--- src/spw_rx_pkg.sv ---
`default_nettype none

package spw_rx_pkg;

	// --------------------------------------------------------------------------
	// Character geometry
	// --------------------------------------------------------------------------

	// Parity and flag, then the payload
	localparam int CHAR_W    = 10;
	localparam int DATA_BITS = 8;
	localparam int CTRL_BITS = 2;

	// Control codes in line order, first received payload bit in the MSB
	localparam logic [CTRL_BITS-1:0] CODE_FCT = 2'd0;
	localparam logic [CTRL_BITS-1:0] CODE_EOP = 2'd1;
	localparam logic [CTRL_BITS-1:0] CODE_EEP = 2'd2;
	localparam logic [CTRL_BITS-1:0] CODE_ESC = 2'd3;

	// Receive buffer
	localparam int FIFO_DEPTH = 4;
	localparam int FIFO_AW    = 2;

	// N-Char values for the packet markers, a data byte has bit 8 clear
	localparam logic [8:0] NCHAR_EOP = 9'h100;
	localparam logic [8:0] NCHAR_EEP = 9'h101;

	// --------------------------------------------------------------------------
	// Received character word
	// --------------------------------------------------------------------------

	// Flag set selects the control view
	// Data bytes arrive LSB first, so the first payload bit ends up in bit 0
	typedef union packed
	{
		struct packed
		{
			logic                 parity;
			logic                 flag;
			logic [DATA_BITS-1:0] data;
		} data_view;

		struct packed
		{
			logic                              parity;
			logic                              flag;
			logic [CTRL_BITS-1:0]              code;
			logic [CHAR_W-2-CTRL_BITS-1:0]     unused;
		} ctrl_view;
	} char_word_t;

	// Unused control bits are always zero

endpackage

`default_nettype wire
--- src/spw_rx_top.sv ---
`default_nettype none

module spw_rx_top
(
	input  wire logic       negedge_clk,
	input  wire logic       rx_resetn,
	input  wire logic       rx_din,
	input  wire logic       rx_sin,
	output wire logic       got_fct,
	output wire logic       got_null,
	output wire logic       got_nchar,
	output wire logic [8:0] nchar_data,
	output wire logic       got_time_code,
	output wire logic [7:0] time_code,
	output wire logic       parity_error,
	output wire logic       esc_error,
	output wire logic       fifo_overflow
);

	wire logic                   char_valid;
	wire spw_rx_pkg::char_word_t char_word;
	wire logic                   tok_valid;
	wire spw_rx_pkg::char_word_t tok_word;

	// Data-strobe lines to framed characters
	ds_char_framer u_framer
	(
		.negedge_clk (negedge_clk),
		.rx_resetn   (rx_resetn),
		.rx_din      (rx_din),
		.rx_sin      (rx_sin),
		.char_valid  (char_valid),
		.char_word   (char_word)
	);

	char_fifo u_fifo
	(
		.negedge_clk   (negedge_clk),
		.rx_resetn     (rx_resetn),
		.char_valid    (char_valid),
		.char_word     (char_word),
		.tok_valid     (tok_valid),
		.tok_word      (tok_word),
		.fifo_overflow (fifo_overflow)
	);

	// Parity check and token decode
	token_decoder u_decoder
	(
		.negedge_clk   (negedge_clk),
		.rx_resetn     (rx_resetn),
		.tok_valid     (tok_valid),
		.tok_word      (tok_word),
		.got_fct       (got_fct),
		.got_null      (got_null),
		.got_nchar     (got_nchar),
		.nchar_data    (nchar_data),
		.got_time_code (got_time_code),
		.time_code     (time_code),
		.parity_error  (parity_error),
		.esc_error     (esc_error)
	);

endmodule

`default_nettype wire

--- src/token_decoder.sv ---
`default_nettype none

module token_decoder
(
	input  wire logic                   negedge_clk,
	input  wire logic                   rx_resetn,
	input  wire logic                   tok_valid,
	input  wire spw_rx_pkg::char_word_t tok_word,
	output logic                        got_fct,
	output logic                        got_null,
	output logic                        got_nchar,
	output logic [8:0]                  nchar_data,
	output logic                        got_time_code,
	output logic [7:0]                  time_code,
	output logic                        parity_error,
	output logic                        esc_error
);

	logic esc_pending;
	logic has_prev;
	logic parity_ok;

	// Payload bits of the previous character, control codes zero extended
	logic [spw_rx_pkg::DATA_BITS-1:0] prev_payload;
	logic [spw_rx_pkg::CTRL_BITS-1:0] code;
	logic                             is_ctrl;

	assign is_ctrl = tok_word.ctrl_view.flag;
	assign code    = tok_word.ctrl_view.code;

	// --------------------------------------------------------------------------
	// Odd parity across the character boundary
	// --------------------------------------------------------------------------

	assign parity_ok = ^{prev_payload, tok_word.data_view.parity, tok_word.data_view.flag};

	// --------------------------------------------------------------------------
	// Token decode
	// --------------------------------------------------------------------------

	always_ff @(posedge negedge_clk or negedge rx_resetn)
	begin
		if (!rx_resetn)
		begin
			got_fct       <= 1'b0;
			got_null      <= 1'b0;
			got_nchar     <= 1'b0;
			got_time_code <= 1'b0;
			parity_error  <= 1'b0;
			esc_error     <= 1'b0;
			esc_pending   <= 1'b0;
			has_prev      <= 1'b0;
		end
		else
		begin
			got_fct       <= 1'b0;
			got_null      <= 1'b0;
			got_nchar     <= 1'b0;
			got_time_code <= 1'b0;
			parity_error  <= 1'b0;
			esc_error     <= 1'b0;
			if (tok_valid)
			begin
				// First character after reset has nothing to check against
				has_prev     <= 1'b1;
				parity_error <= has_prev & ~parity_ok;
				if (is_ctrl)
				begin
					if (esc_pending)
					begin
						esc_pending <= 1'b0;
						if (code == spw_rx_pkg::CODE_FCT)
							got_null <= 1'b1;
						else
							esc_error <= 1'b1;
					end
					else
					begin
						case (code)
							spw_rx_pkg::CODE_FCT: got_fct     <= 1'b1;
							spw_rx_pkg::CODE_ESC: esc_pending <= 1'b1;
							default:              got_nchar   <= 1'b1;
						endcase
					end
				end
				else if (esc_pending)
				begin
					esc_pending   <= 1'b0;
					got_time_code <= 1'b1;
				end
				else
					got_nchar <= 1'b1;
			end
		end
	end

	// Values that travel with the strobes
	always_ff @(posedge negedge_clk)
	begin
		if (tok_valid)
		begin
			if (is_ctrl)
			begin
				prev_payload <= {{(spw_rx_pkg::DATA_BITS - spw_rx_pkg::CTRL_BITS){1'b0}}, code};
				if (code == spw_rx_pkg::CODE_EOP)
					nchar_data <= spw_rx_pkg::NCHAR_EOP;
				else if (code == spw_rx_pkg::CODE_EEP)
					nchar_data <= spw_rx_pkg::NCHAR_EEP;
			end
			else
			begin
				prev_payload <= tok_word.data_view.data;
				nchar_data   <= {1'b0, tok_word.data_view.data};
				time_code    <= tok_word.data_view.data;
			end
		end
	end

endmodule

`default_nettype wire

--- src/char_fifo.sv ---
`default_nettype none

module char_fifo
(
	input  wire logic                   negedge_clk,
	input  wire logic                   rx_resetn,
	input  wire logic                   char_valid,
	input  wire spw_rx_pkg::char_word_t char_word,
	output logic                        tok_valid,
	output spw_rx_pkg::char_word_t      tok_word,
	output logic                        fifo_overflow
);

	spw_rx_pkg::char_word_t mem [spw_rx_pkg::FIFO_DEPTH];

	logic [spw_rx_pkg::FIFO_AW-1:0] wr_ptr;
	logic [spw_rx_pkg::FIFO_AW-1:0] rd_ptr;
	logic [spw_rx_pkg::FIFO_AW:0]   count;
	logic full;
	logic push;
	logic pop;

	assign full = (count == (spw_rx_pkg::FIFO_AW + 1)'(spw_rx_pkg::FIFO_DEPTH));
	assign push = char_valid & ~full;

	// Drains one entry per cycle, the decoder never stalls
	assign pop       = (count != '0);
	assign tok_valid = pop;
	assign tok_word  = mem[rd_ptr];

	always_ff @(posedge negedge_clk or negedge rx_resetn)
	begin
		if (!rx_resetn)
		begin
			wr_ptr        <= '0;
			rd_ptr        <= '0;
			count         <= '0;
			fifo_overflow <= 1'b0;
		end
		else
		begin
			if (push)
				wr_ptr <= wr_ptr + 1'b1;
			if (pop)
				rd_ptr <= rd_ptr + 1'b1;
			case ({push, pop})
				2'b10:   count <= count + 1'b1;
				2'b01:   count <= count - 1'b1;
				default: count <= count;
			endcase
			// Sticky until reset
			if (char_valid && full)
				fifo_overflow <= 1'b1;
		end
	end

	always_ff @(posedge negedge_clk)
	begin
		if (push)
			mem[wr_ptr] <= char_word;
	end

endmodule

`default_nettype wire

--- src/ds_char_framer.sv ---
`default_nettype none

module ds_char_framer
(
	input  wire logic              negedge_clk,
	input  wire logic              rx_resetn,
	input  wire logic              rx_din,
	input  wire logic              rx_sin,
	output logic                   char_valid,
	output spw_rx_pkg::char_word_t char_word
);

	// Synchronizer stages and the previously seen pair
	logic din_meta;
	logic din_sync;
	logic din_last;
	logic sin_meta;
	logic sin_sync;
	logic sin_last;

	logic bit_take;
	logic bit_val;
	logic last_bit;

	// Position inside the current character, 0 is parity, 1 is flag
	logic [3:0] bit_cnt;
	logic       flag_q;
	logic       par_q;
	logic [spw_rx_pkg::DATA_BITS-1:0] shift_q;

	spw_rx_pkg::char_word_t next_word;

	// --------------------------------------------------------------------------
	// Line synchronization and bit recovery
	// --------------------------------------------------------------------------

	always_ff @(posedge negedge_clk or negedge rx_resetn)
	begin
		if (!rx_resetn)
		begin
			din_meta <= 1'b0;
			din_sync <= 1'b0;
			din_last <= 1'b0;
			sin_meta <= 1'b0;
			sin_sync <= 1'b0;
			sin_last <= 1'b0;
		end
		else
		begin
			din_meta <= rx_din;
			din_sync <= din_meta;
			din_last <= din_sync;
			sin_meta <= rx_sin;
			sin_sync <= sin_meta;
			sin_last <= sin_sync;
		end
	end

	// One line toggles per bit period, any change marks a new bit
	assign bit_take = (din_sync ^ din_last) | (sin_sync ^ sin_last);
	assign bit_val  = din_sync;

	// --------------------------------------------------------------------------
	// Character framing
	// --------------------------------------------------------------------------

	// Final bit index depends on the flag
	always_comb
	begin
		if (flag_q)
			last_bit = (bit_cnt == 4'(spw_rx_pkg::CTRL_BITS + 1));
		else
			last_bit = (bit_cnt == 4'(spw_rx_pkg::DATA_BITS + 1));
	end

	always_ff @(posedge negedge_clk or negedge rx_resetn)
	begin
		if (!rx_resetn)
		begin
			bit_cnt    <= '0;
			flag_q     <= 1'b0;
			char_valid <= 1'b0;
		end
		else
		begin
			char_valid <= 1'b0;
			if (bit_take)
			begin
				if (bit_cnt == 4'd1)
					flag_q <= bit_val;
				if (last_bit)
				begin
					bit_cnt    <= '0;
					char_valid <= 1'b1;
				end
				else
					bit_cnt <= bit_cnt + 4'd1;
			end
		end
	end

	// Word as it stands once the current bit is the final one
	always_comb
	begin
		next_word = '0;
		if (flag_q)
		begin
			next_word.ctrl_view.parity = par_q;
			next_word.ctrl_view.flag   = 1'b1;
			next_word.ctrl_view.code   = {shift_q[spw_rx_pkg::DATA_BITS-1], bit_val};
		end
		else
		begin
			next_word.data_view.parity = par_q;
			next_word.data_view.flag   = 1'b0;
			next_word.data_view.data   = {bit_val, shift_q[spw_rx_pkg::DATA_BITS-1:1]};
		end
	end

	// Payload shifts in from the top
	always_ff @(posedge negedge_clk)
	begin
		if (bit_take)
		begin
			if (bit_cnt == 4'd0)
				par_q <= bit_val;
			else if (bit_cnt != 4'd1)
				shift_q <= {bit_val, shift_q[spw_rx_pkg::DATA_BITS-1:1]};
			if (last_bit)
				char_word <= next_word;
		end
	end

endmodule

`default_nettype wire

--- config.mk ---
export PLATFORM = sky130hd
export DESIGN_NAME = spw_rx_top
export DESIGN_NICKNAME = d
export VERILOG_FILES = /design/src/spw_rx_pkg.sv /design/src/spw_rx_top.sv /design/src/token_decoder.sv /design/src/char_fifo.sv /design/src/ds_char_framer.sv
export SDC_FILE = /design/constraint.sdc
export NUM_CORES = 1
export LEC_CHECK = 0
export BUFFER_PORTS_ARGS = -buffer_cell sky130_fd_sc_hd__buf_2
export CAP_MARGIN = 20
export CORE_MARGIN = 5
export CORE_UTILIZATION = 53
export CTS_BUF_LIST = sky130_fd_sc_hd__clkbuf_16
export CTS_CLUSTER_SIZE = 16
export DETAILED_ROUTE_END_ITERATION = 8
export PLACE_DENSITY = 0.82
export SETUP_SLACK_MARGIN = 0.05
export SYNTH_ARGS = -nofsm -noshare
export SYNTH_HDL_FRONTEND = slang
export SYNTH_SLANG_ARGS = --single-unit
--- constraint.sdc ---
create_clock -name negedge_clk -period 2 [get_ports negedge_clk]
set_input_delay 0 -clock negedge_clk [delete_from_list [all_inputs] [get_ports negedge_clk]]
set_output_delay 0 -clock negedge_clk [all_outputs]
set_load 0.02 [all_outputs]
# == Yosys cells after proc, flatten, opt, wreduce, memory -nomap -nowiden ==
# Memory sizes are Yosys's and may differ from the RTL's.
# Index checks and enable logic that the tools add are counted.
# W data, S select, Z words.
# op_classes
n_addsub,5
eq_ne,11
mux,35
bitwise_logic,9
reduce_logical,13
# ops
cell,count
$mux W1,28
$mux W9,2
$reduce_and A2 Y1,5
$reduce_xor A10 Y1,1
$mux W8,1
$eq A2 B2 Y1 const B,3
$pmux W3 S2,1
$add A2 B1 Y2 const B,2
$add A4 B1 Y4 const B,1
$eq A2 B1 Y1 const B,2
$eq A4 B1 Y1 const B,1
$eq A4 B2 Y1 const B,1
$eq A4 B4 Y1 const B,1
$logic_not A4 Y1,1
$mux W4,1
$ne A4 B1 Y1 const B,1
$not A1 Y1,4
$add A3 B1 Y3 const B,1
$eq A3 B3 Y1 const B,1
$mux W3,1
$ne A3 B3 Y1 const B,1
$reduce_and A3 Y1,1
$reduce_bool A3 Y1,1
$sub A3 B1 Y3 const B,1
8 further kinds,10
# word_totals
regBits,72
ramBits,40
wordCells,104
mem_count,1
# mem_list
name,words,width,read_ports,rd_clocked_by_memory_dff,write_ports,line_no,text
u_fifo.mem,4,10,1,0,1,char_fifo.sv:14,spw_rx_pkg::char_word_t mem [spw_rx_pkg::FIFO_DEPTH];

# == Depth between registers and ports, before layout ==
# Gate-level depths: netlist of run 1.
# An unclocked memory read counts as a cell.
# logic_depth
depth_word,7
mapped_depth,9

# == By module ==
# A second synthesis of run 1 with hierarchy kept.
# unflattened
hier_cells,243
area_unflattened_um2,4297.9
# by_module_without_submodules
mod,instances,cells_each,area_each_um2,seq_area_each_um2
char_fifo,1,96,1921.8,1401.3
token_decoder,1,76,1252.5,950.9
ds_char_framer,1,71,1123.6,840.8

# == Worst setup path after synthesis of run 1 ==
# OpenSTA, ideal clock, no wires.
# synth_timing
path_type,register to register
start,register u_fifo.rd_ptr[0] in the netlist's numbering
end,"register u_decoder.nchar_data[0], enable pin"
setup_ps,340
t_arrival_ps,1835
t_required_ps,1660
slack_ps,-175
path_stages_with_launch,6
path_buffers,1
cell_sequence,dfrtp_1 buf_2 mux4_2 inv_1 ha_1 o31a_1
# synth_rtl
element,line_no,text
"start, declared",char_fifo.sv:17,logic [spw_rx_pkg::FIFO_AW-1:0] rd_ptr;
"start signal, assigned",char_fifo.sv:45,rd_ptr <= rd_ptr + 1'b1;
"end signal, assigned",token_decoder.sv:106,nchar_data <= spw_rx_pkg::NCHAR_EOP;
"end signal, assigned",token_decoder.sv:108,nchar_data <= spw_rx_pkg::NCHAR_EEP;
"end signal, assigned",token_decoder.sv:113,"nchar_data <= {1'b0, tok_word.data_view.data};"
"end, declared",token_decoder.sv:12,"output logic [8:0] nchar_data,"

==> qor.csv, run 1 <==
stage;metric;value;unit
outcome;status;finished clean;
placement;gp_congestion;0.793;
run;drv_cap;0;
sta;setup_slack;0.125;ns
sta;timing.slew.headroom;0.579;
sta;setup_tns;0;ns
sta;final_max_slew_viol_count;0;
route;detail_route.drc_violations;0;
synthesis;syn_nets;253;
route;wl_per_cell;15.2;µm
finish;final_common_cell;edfxtp_1;
synthesis;yosysWarnings;0;
cts;clkLatencyLatePin;0.34;ns
floorplanning;die_h;99.4;µm
finish;num-fill-cells;566;
floorplanning;die_w;99.4;µm
synthesis;ys_types;34;
placement;pre_cts_ws;-0.0771;ns
placement;dp_hpwl;4380;µm
power;powerDensity;1620;nW/µm²
synthesis;ys_ff_latch;111;
sta;min_period;1.87;ns
route;wl;6120;µm
sta;finalCritPeriodShare;0.937;
power;leakagePower;1.93;nW
synthesis;synthCells;236;
setup_path;ff2ff_setup_slack;0.13;ns
placement;placedCellCount;380;
finish;insertedDiodeCount;0;
global_route;grt-ovfl-total;0;
worst_hold_path;hp-class;in -> async;
finish;final_cell_mix;edfxtp_1 (83), buf_2 (27), dfrtp_1 (26), buf_4 (22), xnor2_1 (13);
floorplanning;fp.dieArea;9870;µm²
setup_path;endpoint_kind;flip-flop;
cts;cts_tree;yes;
floorplanning;num_rows;32;
route;dr.pass1.iters;4;
cts;cts_buffer_depth;2;
cts;htree_levels;3;
setup_path;r2r-start;u_fifo.rd_ptr[0];
global_route;track_usage;0.135;
sta;max_freq;533;MHz
route;final_antenna_net_count;0;
power;vdd_drop_max;0.657;mV
floorplanning;core;7770;µm²
cts;cts.sinks;111;
synthesis;syn_area;4230;µm²
setup_path;path_max_fanout;9;
finish;fin_util;0.638;
global_route;grt_pass1_wl;10200;µm
sta;fin_worst_skew;0.00715;ns
floorplanning;pin_count;28;
setup_path;rr_worst_depth;3;
setup_path;cp.arrival;1.95;ns
placement;portBuffers;27;
global_route;grt_antenna_before_repair;0;
global_route;grt_pass1_vias;2062;
setup_path;cp.required;2.07;ns
cts;numCtsBuffers;9;
cts;path_clk_slew;0.07;ns
sta;rsz0062_at_grt;yes;
sta;setup_viol;0;
synthesis;synth-seq-area-share;0.754;
floorplanning;start_util;0.545;
global_route;grt_max_degree;29;
finish;drive_gt1_frac;0.293;
setup_path;critPathKind;reg -> reg;
setup_path;r2r_end;u_decoder.nchar_data[5];
finish;stdcell_count;402;
setup_path;startpoint_type;flip-flop;
synthesis;syn_avg_cell_area;17.9;µm²
finish;syn2layout_area_growth;17.1;%
cts;clockRootBuffer;clkbuf_16;
sta;hold_viol;0;
route;vias_per_cell;5.04;
route;vias;2025;
sta;tightest_slew;0.632;ns
finish;fin_nets;312;
route;drtIter0Drc;86;
-- worst max-delay path by stage --
stage | depth (start not counted) | end | startpoint
final | 3 | u_decoder.nchar_data[5] | u_fifo.rd_ptr[0]
after global routing | 9 | u_fifo.count[2] | u_fifo.count[1]
after CTS | 3 | u_decoder.nchar_data[5] | u_fifo.rd_ptr[0]
after detailed placement | 4 | u_decoder.nchar_data[3] | u_fifo.rd_ptr[0]
after global placement | 4 | u_decoder.nchar_data[4] | u_fifo.rd_ptr[0]
after floorplan | 5 | u_decoder.nchar_data[0] | u_fifo.rd_ptr[0]
-- state kept, by name, indices dropped and copies added, names as in the netlist, 2 cells and up --
signal,flops
u_fifo.wr_ptr,2
u_fifo.rd_ptr,2
u_decoder.nchar_data,9
u_fifo.count,3
u_framer.bit_cnt,4
u_framer.char_word,10
u_decoder.time_code,8
u_decoder.prev_payload,8
u_fifo.mem,40
u_framer.shift_q,7
-- synth_stat cells --
master / number / area [µm²]
mux4_2: 10 / 225
nor2_1: 7 / 26.3
nor3b_1: 2 / 15.0
clkbuf_1: 1 / 3.75
xnor3_1: 1 / 22.5
and2_1: 6 / 37.5
a31o_2: 2 / 17.5
a211oi_1: 2 / 15.0
inv_1: 13 / 48.8
nand2_1: 11 / 41.3
nand3b_1: 1 / 7.51
a21oi_1: 2 / 10.0
buf_2: 2 / 10.0
nand3_1: 1 / 5.00
or3b_2: 1 / 8.76
buf_1: 1 / 3.75
mux2i_1: 1 / 10.0
o2bb2ai_1: 1 / 8.76
edfxtp_1: 83 / 2490
ha_1: 12 / 150
nor2b_1: 11 / 68.8
and4_1: 1 / 8.76
a21o_1: 1 / 7.51
mux2_2: 4 / 45.0
a21boi_1: 1 / 7.51
o31a_1: 1 / 8.76
nor3_1: 1 / 5.00
xnor2_1: 13 / 114
o21ai_0: 6 / 30.0
nand2b_1: 2 / 12.5
xor2_1: 3 / 26.3
and3_1: 3 / 18.8
dfrtp_1: 28 / 701
fa_1: 1 / 20.0
-- cell type report --
class	instances	area [µm²]	share of cell area
Tap cell	102	128	0.0258
Multi-Input combinational cell	108	982	0.198
Clock inverter	7	46.3	0.00934
Inverter	13	48.8	0.00985
Sequential cell	111	3200	0.645
Clock buffer	9	225	0.0454
Timing Repair Buffer	52	330	0.0666
-- metal layers --
layer | part of all wire | vias up | track usage | wire length [µm]
li1 | - | 972 | - | -
met1 | 0.42 | 1006 | 0.163 | 2560
met2 | 0.53 | 37 | 0.236 | 3230
met3 | 0.036 | 10 | 0.0295 | 223
met4 | 0.016 | 0 | 0.0567 | 100
met5 | 0 | - | 0 | 0
-- cells by family after synthesis --
kind of cell,count (synthesis),synth area share
AOI/OAI and AO/OA,16,0.0248
xor gates and xnor gates,17,0.0384
adders and majority gates,13,0.0402
buffers and inverters,17,0.0157
DFF,111,0.754
muxes,15,0.0662
and+or+nand+nor,47,0.0603
-- what timing repair did --
action / in CTS / in global routing
pin swaps: 0 / 0
resized for setup: 2 / 2
endpoints found under the hold margin: 30 / 0
hold buffers: 3 / 0
setup buffers: 0 / 3
setup endpoints to repair: 14 / 10
-- critical path, cell delays in order, from the launching register on --
cell     delay [ns]
dfrtp_2        0.43
mux4_2         0.56
ha_1           0.24
o31a_2         0.39
-- through the flow --
step	hold WS (ns)	power, W	area (µm²)
finish	0.215	0.00803	4960
global route	0.273	0.00853	4960
CTS	0.222	0.00808	4930
detailed placement	0.0528	0.00648	4630
global placement	0.0440	0.00634	4630
floorplan	-0.296	0.00560	4240
-- where the power goes --
group          internal, W  switching (W)  total, W  leakage (nW)
clock             0.000843       0.000752   0.00159         0.126
sequential         0.00336       0.000343   0.00370          1.13
combinational      0.00130        0.00144   0.00274         0.681
total              0.00550        0.00253   0.00803          1.93
(Power assumes the default switching activity.)
==> run 2, diff against run 1 <==
Settings changed: CORE_UTILIZATION 53 to 55, CTS_BUF_LIST sky130_fd_sc_hd__clkbuf_16 to sky130_fd_sc_hd__clkbuf_4 sky130_fd_sc_hd__clkbuf_8, PLACE_DENSITY 0.82 to 0.84.
==> run 2 against run 1 <==
Effect of this change:
- global-route usage grew 0.67 points
- register-to-register slack lost 0.11 ns
- worst hold slack worse by 0.016 ns
- total power rose by 3.7%
- design area increased by 1.3%
- maximum frequency decreased by 5.6%
- sequential power about the same
- largest cell class unchanged
==> qor.csv, run 2 (synthesis gave the netlist of run 1 again) <==
stage;metric;value;unit;change
cts;cts.sinks;111;;unchanged
global_route;grt-ovfl-total;0;;unchanged
route;drtIter0Drc;120;;was 86
power;vdd_drop_max;0.844;mV;was 0.657 mV
finish;fin_nets;318;;was 312
global_route;track_usage;0.142;;was 0.135
setup_path;critPathKind;reg -> reg;;unchanged
placement;gp_congestion;0.816;;was 0.793
cts;cts_buffer_depth;2;;unchanged
floorplanning;fp.dieArea;9550;µm²;was 9870 µm²
sta;tightest_slew;0.629;ns;was 0.632 ns
placement;portBuffers;27;;unchanged
global_route;grt_use_met2;0.239;;was 0.236
global_route;grt_pass1_vias;2090;;was 2,062
cts;path_clk_slew;0.10;ns;was 0.07 ns
finish;fin_util;0.660;;was 0.638
placement;placed_area;4640;µm²;was 4630 µm²
setup_path;critical_path.endpoint;u_decoder.nchar_data[8];;was u_decoder.nchar_data[5]
route;dr.pass1.iters;5;;was 4
floorplanning;die_w;97.7;µm;was 99.4 µm
setup_path;setup.worst_path.start;u_fifo.rd_ptr[0];;unchanged
floorplanning;pin_count;28;;unchanged
cts;numCtsBuffers;9;;unchanged
sta;setup_tns;0;ns;unchanged
route;wl_per_cell;15.8;µm;was 15.2 µm
floorplanning;start_util;0.556;;was 0.545
setup_path;r2r-start;u_fifo.rd_ptr[0];;unchanged
global_route;use_met3;0.0302;;was 0.0295
sta;fin_worst_skew;0.00972;ns;was 0.00715 ns
route;final_antenna_net_count;0;;unchanged
run;drv_cap;0;;unchanged
floorplanning;core;7610;µm²;was 7770 µm²
sta;setup_viol;0;;unchanged
setup_path;cp.required;2.13;ns;was 2.07 ns
finish;regMostFlops;u_fifo.mem;;unchanged
sta;rsz0062_at_grt;yes;;unchanged
setup_path;path_max_fanout;9;;unchanged
finish;stdcell_count;408;;was 402
placement;dp_hpwl;4320;µm;was 4380 µm
finish;final_area;5020;µm²;was 4960 µm²
global_route;grt_antenna_before_repair;0;;unchanged
route;detail_route.drc_violations;0;;unchanged
worst_hold_path;hp-class;in -> async;;unchanged
route;vias;2066;;was 2,025
sta;max_freq;503;MHz;was 533 MHz
sta;finalCritPeriodShare;0.993;;was 0.937
finish;syn2layout_area_growth;18.6;%;was 17.1%
global_route;grt-busiest-layer;met2;;unchanged
finish;drive_gt1_frac;0.307;;was 0.293
setup_path;endpoint_kind;flip-flop;;unchanged
finish;final_cell_mix;edfxtp_1 (83), dfrtp_1 (28), buf_2 (27), buf_4 (25), xnor2_1 (13);;was edfxtp_1 (83), buf_2 (27), dfrtp_1 (26), buf_4 (22), xnor2_1 (13)
power;leakagePower;1.97;nW;was 1.93 nW
power;p_total;0.00833;W;was 0.00803 W
finish;top_regs;u_fifo.mem: 40 flops, u_framer.char_word: 10 flops, u_decoder.nchar_data: 9 flops;;unchanged
route;wl;6430;µm;was 6120 µm
setup_path;r2r_end;u_decoder.nchar_data[8];;was u_decoder.nchar_data[5]
cts;clkLatencyLatePin;0.35;ns;was 0.34 ns
global_route;use_met1;0.182;;was 0.163
finish;insertedDiodeCount;0;;unchanged
finish;num-fill-cells;521;;was 566
route;vias_per_cell;5.06;;was 5.04
sta;hold_viol;0;;unchanged
sta;min_period;1.99;ns;was 1.87 ns
setup_path;cp.arrival;2.12;ns;was 1.95 ns
placement;placedCellCount;380;;unchanged
floorplanning;die_h;97.7;µm;was 99.4 µm
sta;timing.slew.headroom;0.581;;was 0.579
global_route;grt_pass1_wl;10600;µm;was 10,200 µm
global_route;grt_max_degree;29;;unchanged
setup_path;ff2ff_setup_slack;0.01;ns;was 0.13 ns
setup_path;rr_worst_depth;5;;was 3
setup_path;startpoint_type;flip-flop;;unchanged
finish;largest_reg_flops;40;;unchanged
floorplanning;num_rows;32;;unchanged
sta;final_max_slew_viol_count;0;;unchanged
cts;clockRootBuffer;clkbuf_8;;was clkbuf_16
cts;htree_levels;3;;unchanged
finish;final_common_cell;edfxtp_1;;unchanged
power;powerDensity;1660;nW/µm²;was 1620 nW/µm²
cts;cts_tree;yes;;unchanged
outcome;status;finished clean;;unchanged
run 2: cell types whose count changed in the layout (fill, tap and decap cells not counted), moves of 3 or more:
cell | previous run | this run
clkbuf_8 | 0 | 9
clkbuf_16 | 9 | 0
buf_4 | 22 | 25
bufinv_16 | 0 | 3
run 2: worst min-delay path by stage:
| stage | end | slack [ns] | startpoint |
|---|---|---|---|
| final | u_framer.din_meta | 0.20 | rx_resetn |
| after global routing | u_fifo.count[2] | 0.25 | rx_resetn |
| after CTS | u_framer.din_meta | 0.20 | rx_resetn |
| after floorplan | u_decoder.esc_error | -0.30 | rx_resetn |
| after detailed placement | u_framer.din_meta | 0.06 | rx_resetn |
| after global placement | u_framer.bit_cnt[0] | 0.04 | rx_resetn |
run 2: worst max-delay path: stages, from the launching register on:
cell and delay, ns:
dfrtp_1 0.42, buf_12 0.13, mux4_2 0.57, ha_4 0.20
o31a_1 0.31, buf_12 0.15
run 2: layout make-up:
cell class | count | area [µm²] | area share
tap | 102 | 128 | 0.0254
sequential | 111 | 3190 | 0.636
clock inverter | 7 | 128 | 0.0254
clock buffer | 9 | 124 | 0.0247
inverter | 13 | 48.8 | 0.00972
multi-input combinational | 108 | 996 | 0.198
timing repair buffer | 58 | 404 | 0.0805
run 2: stage by stage:
step                      hold WS (ns)  setup WS [ns]
after global placement          0.0359         0.0372
after CTS                        0.203         0.0613
final                            0.199         0.0131
after floorplan                 -0.296        -0.0154
after global routing             0.255        -0.0262
after detailed placement        0.0588        0.00421
run 2: timing repair:
item,CTS,global route
setup endpoints to repair,10,11
hold buffers,3,0
cloned,0,0
setup buffers,5,4
resized for setup,2,3
endpoints found under the hold margin,30,0
pin swaps,3,3
run 2: routing by layer:
metal  vias up  routed length [µm]
li1        985                   -
met1      1019                2690
met2        57                3420
met3         5                 292
met4         0                  36
met5         -                   0
run 2: where the power goes:
| part | leakage [nW] | switching, W | internal [W] |
|---|---|---|---|
| registers | 1.13 | 0.000333 | 0.00335 |
| logic | 0.718 | 0.00157 | 0.00151 |
| clock network | 0.126 | 0.000725 | 0.000849 |
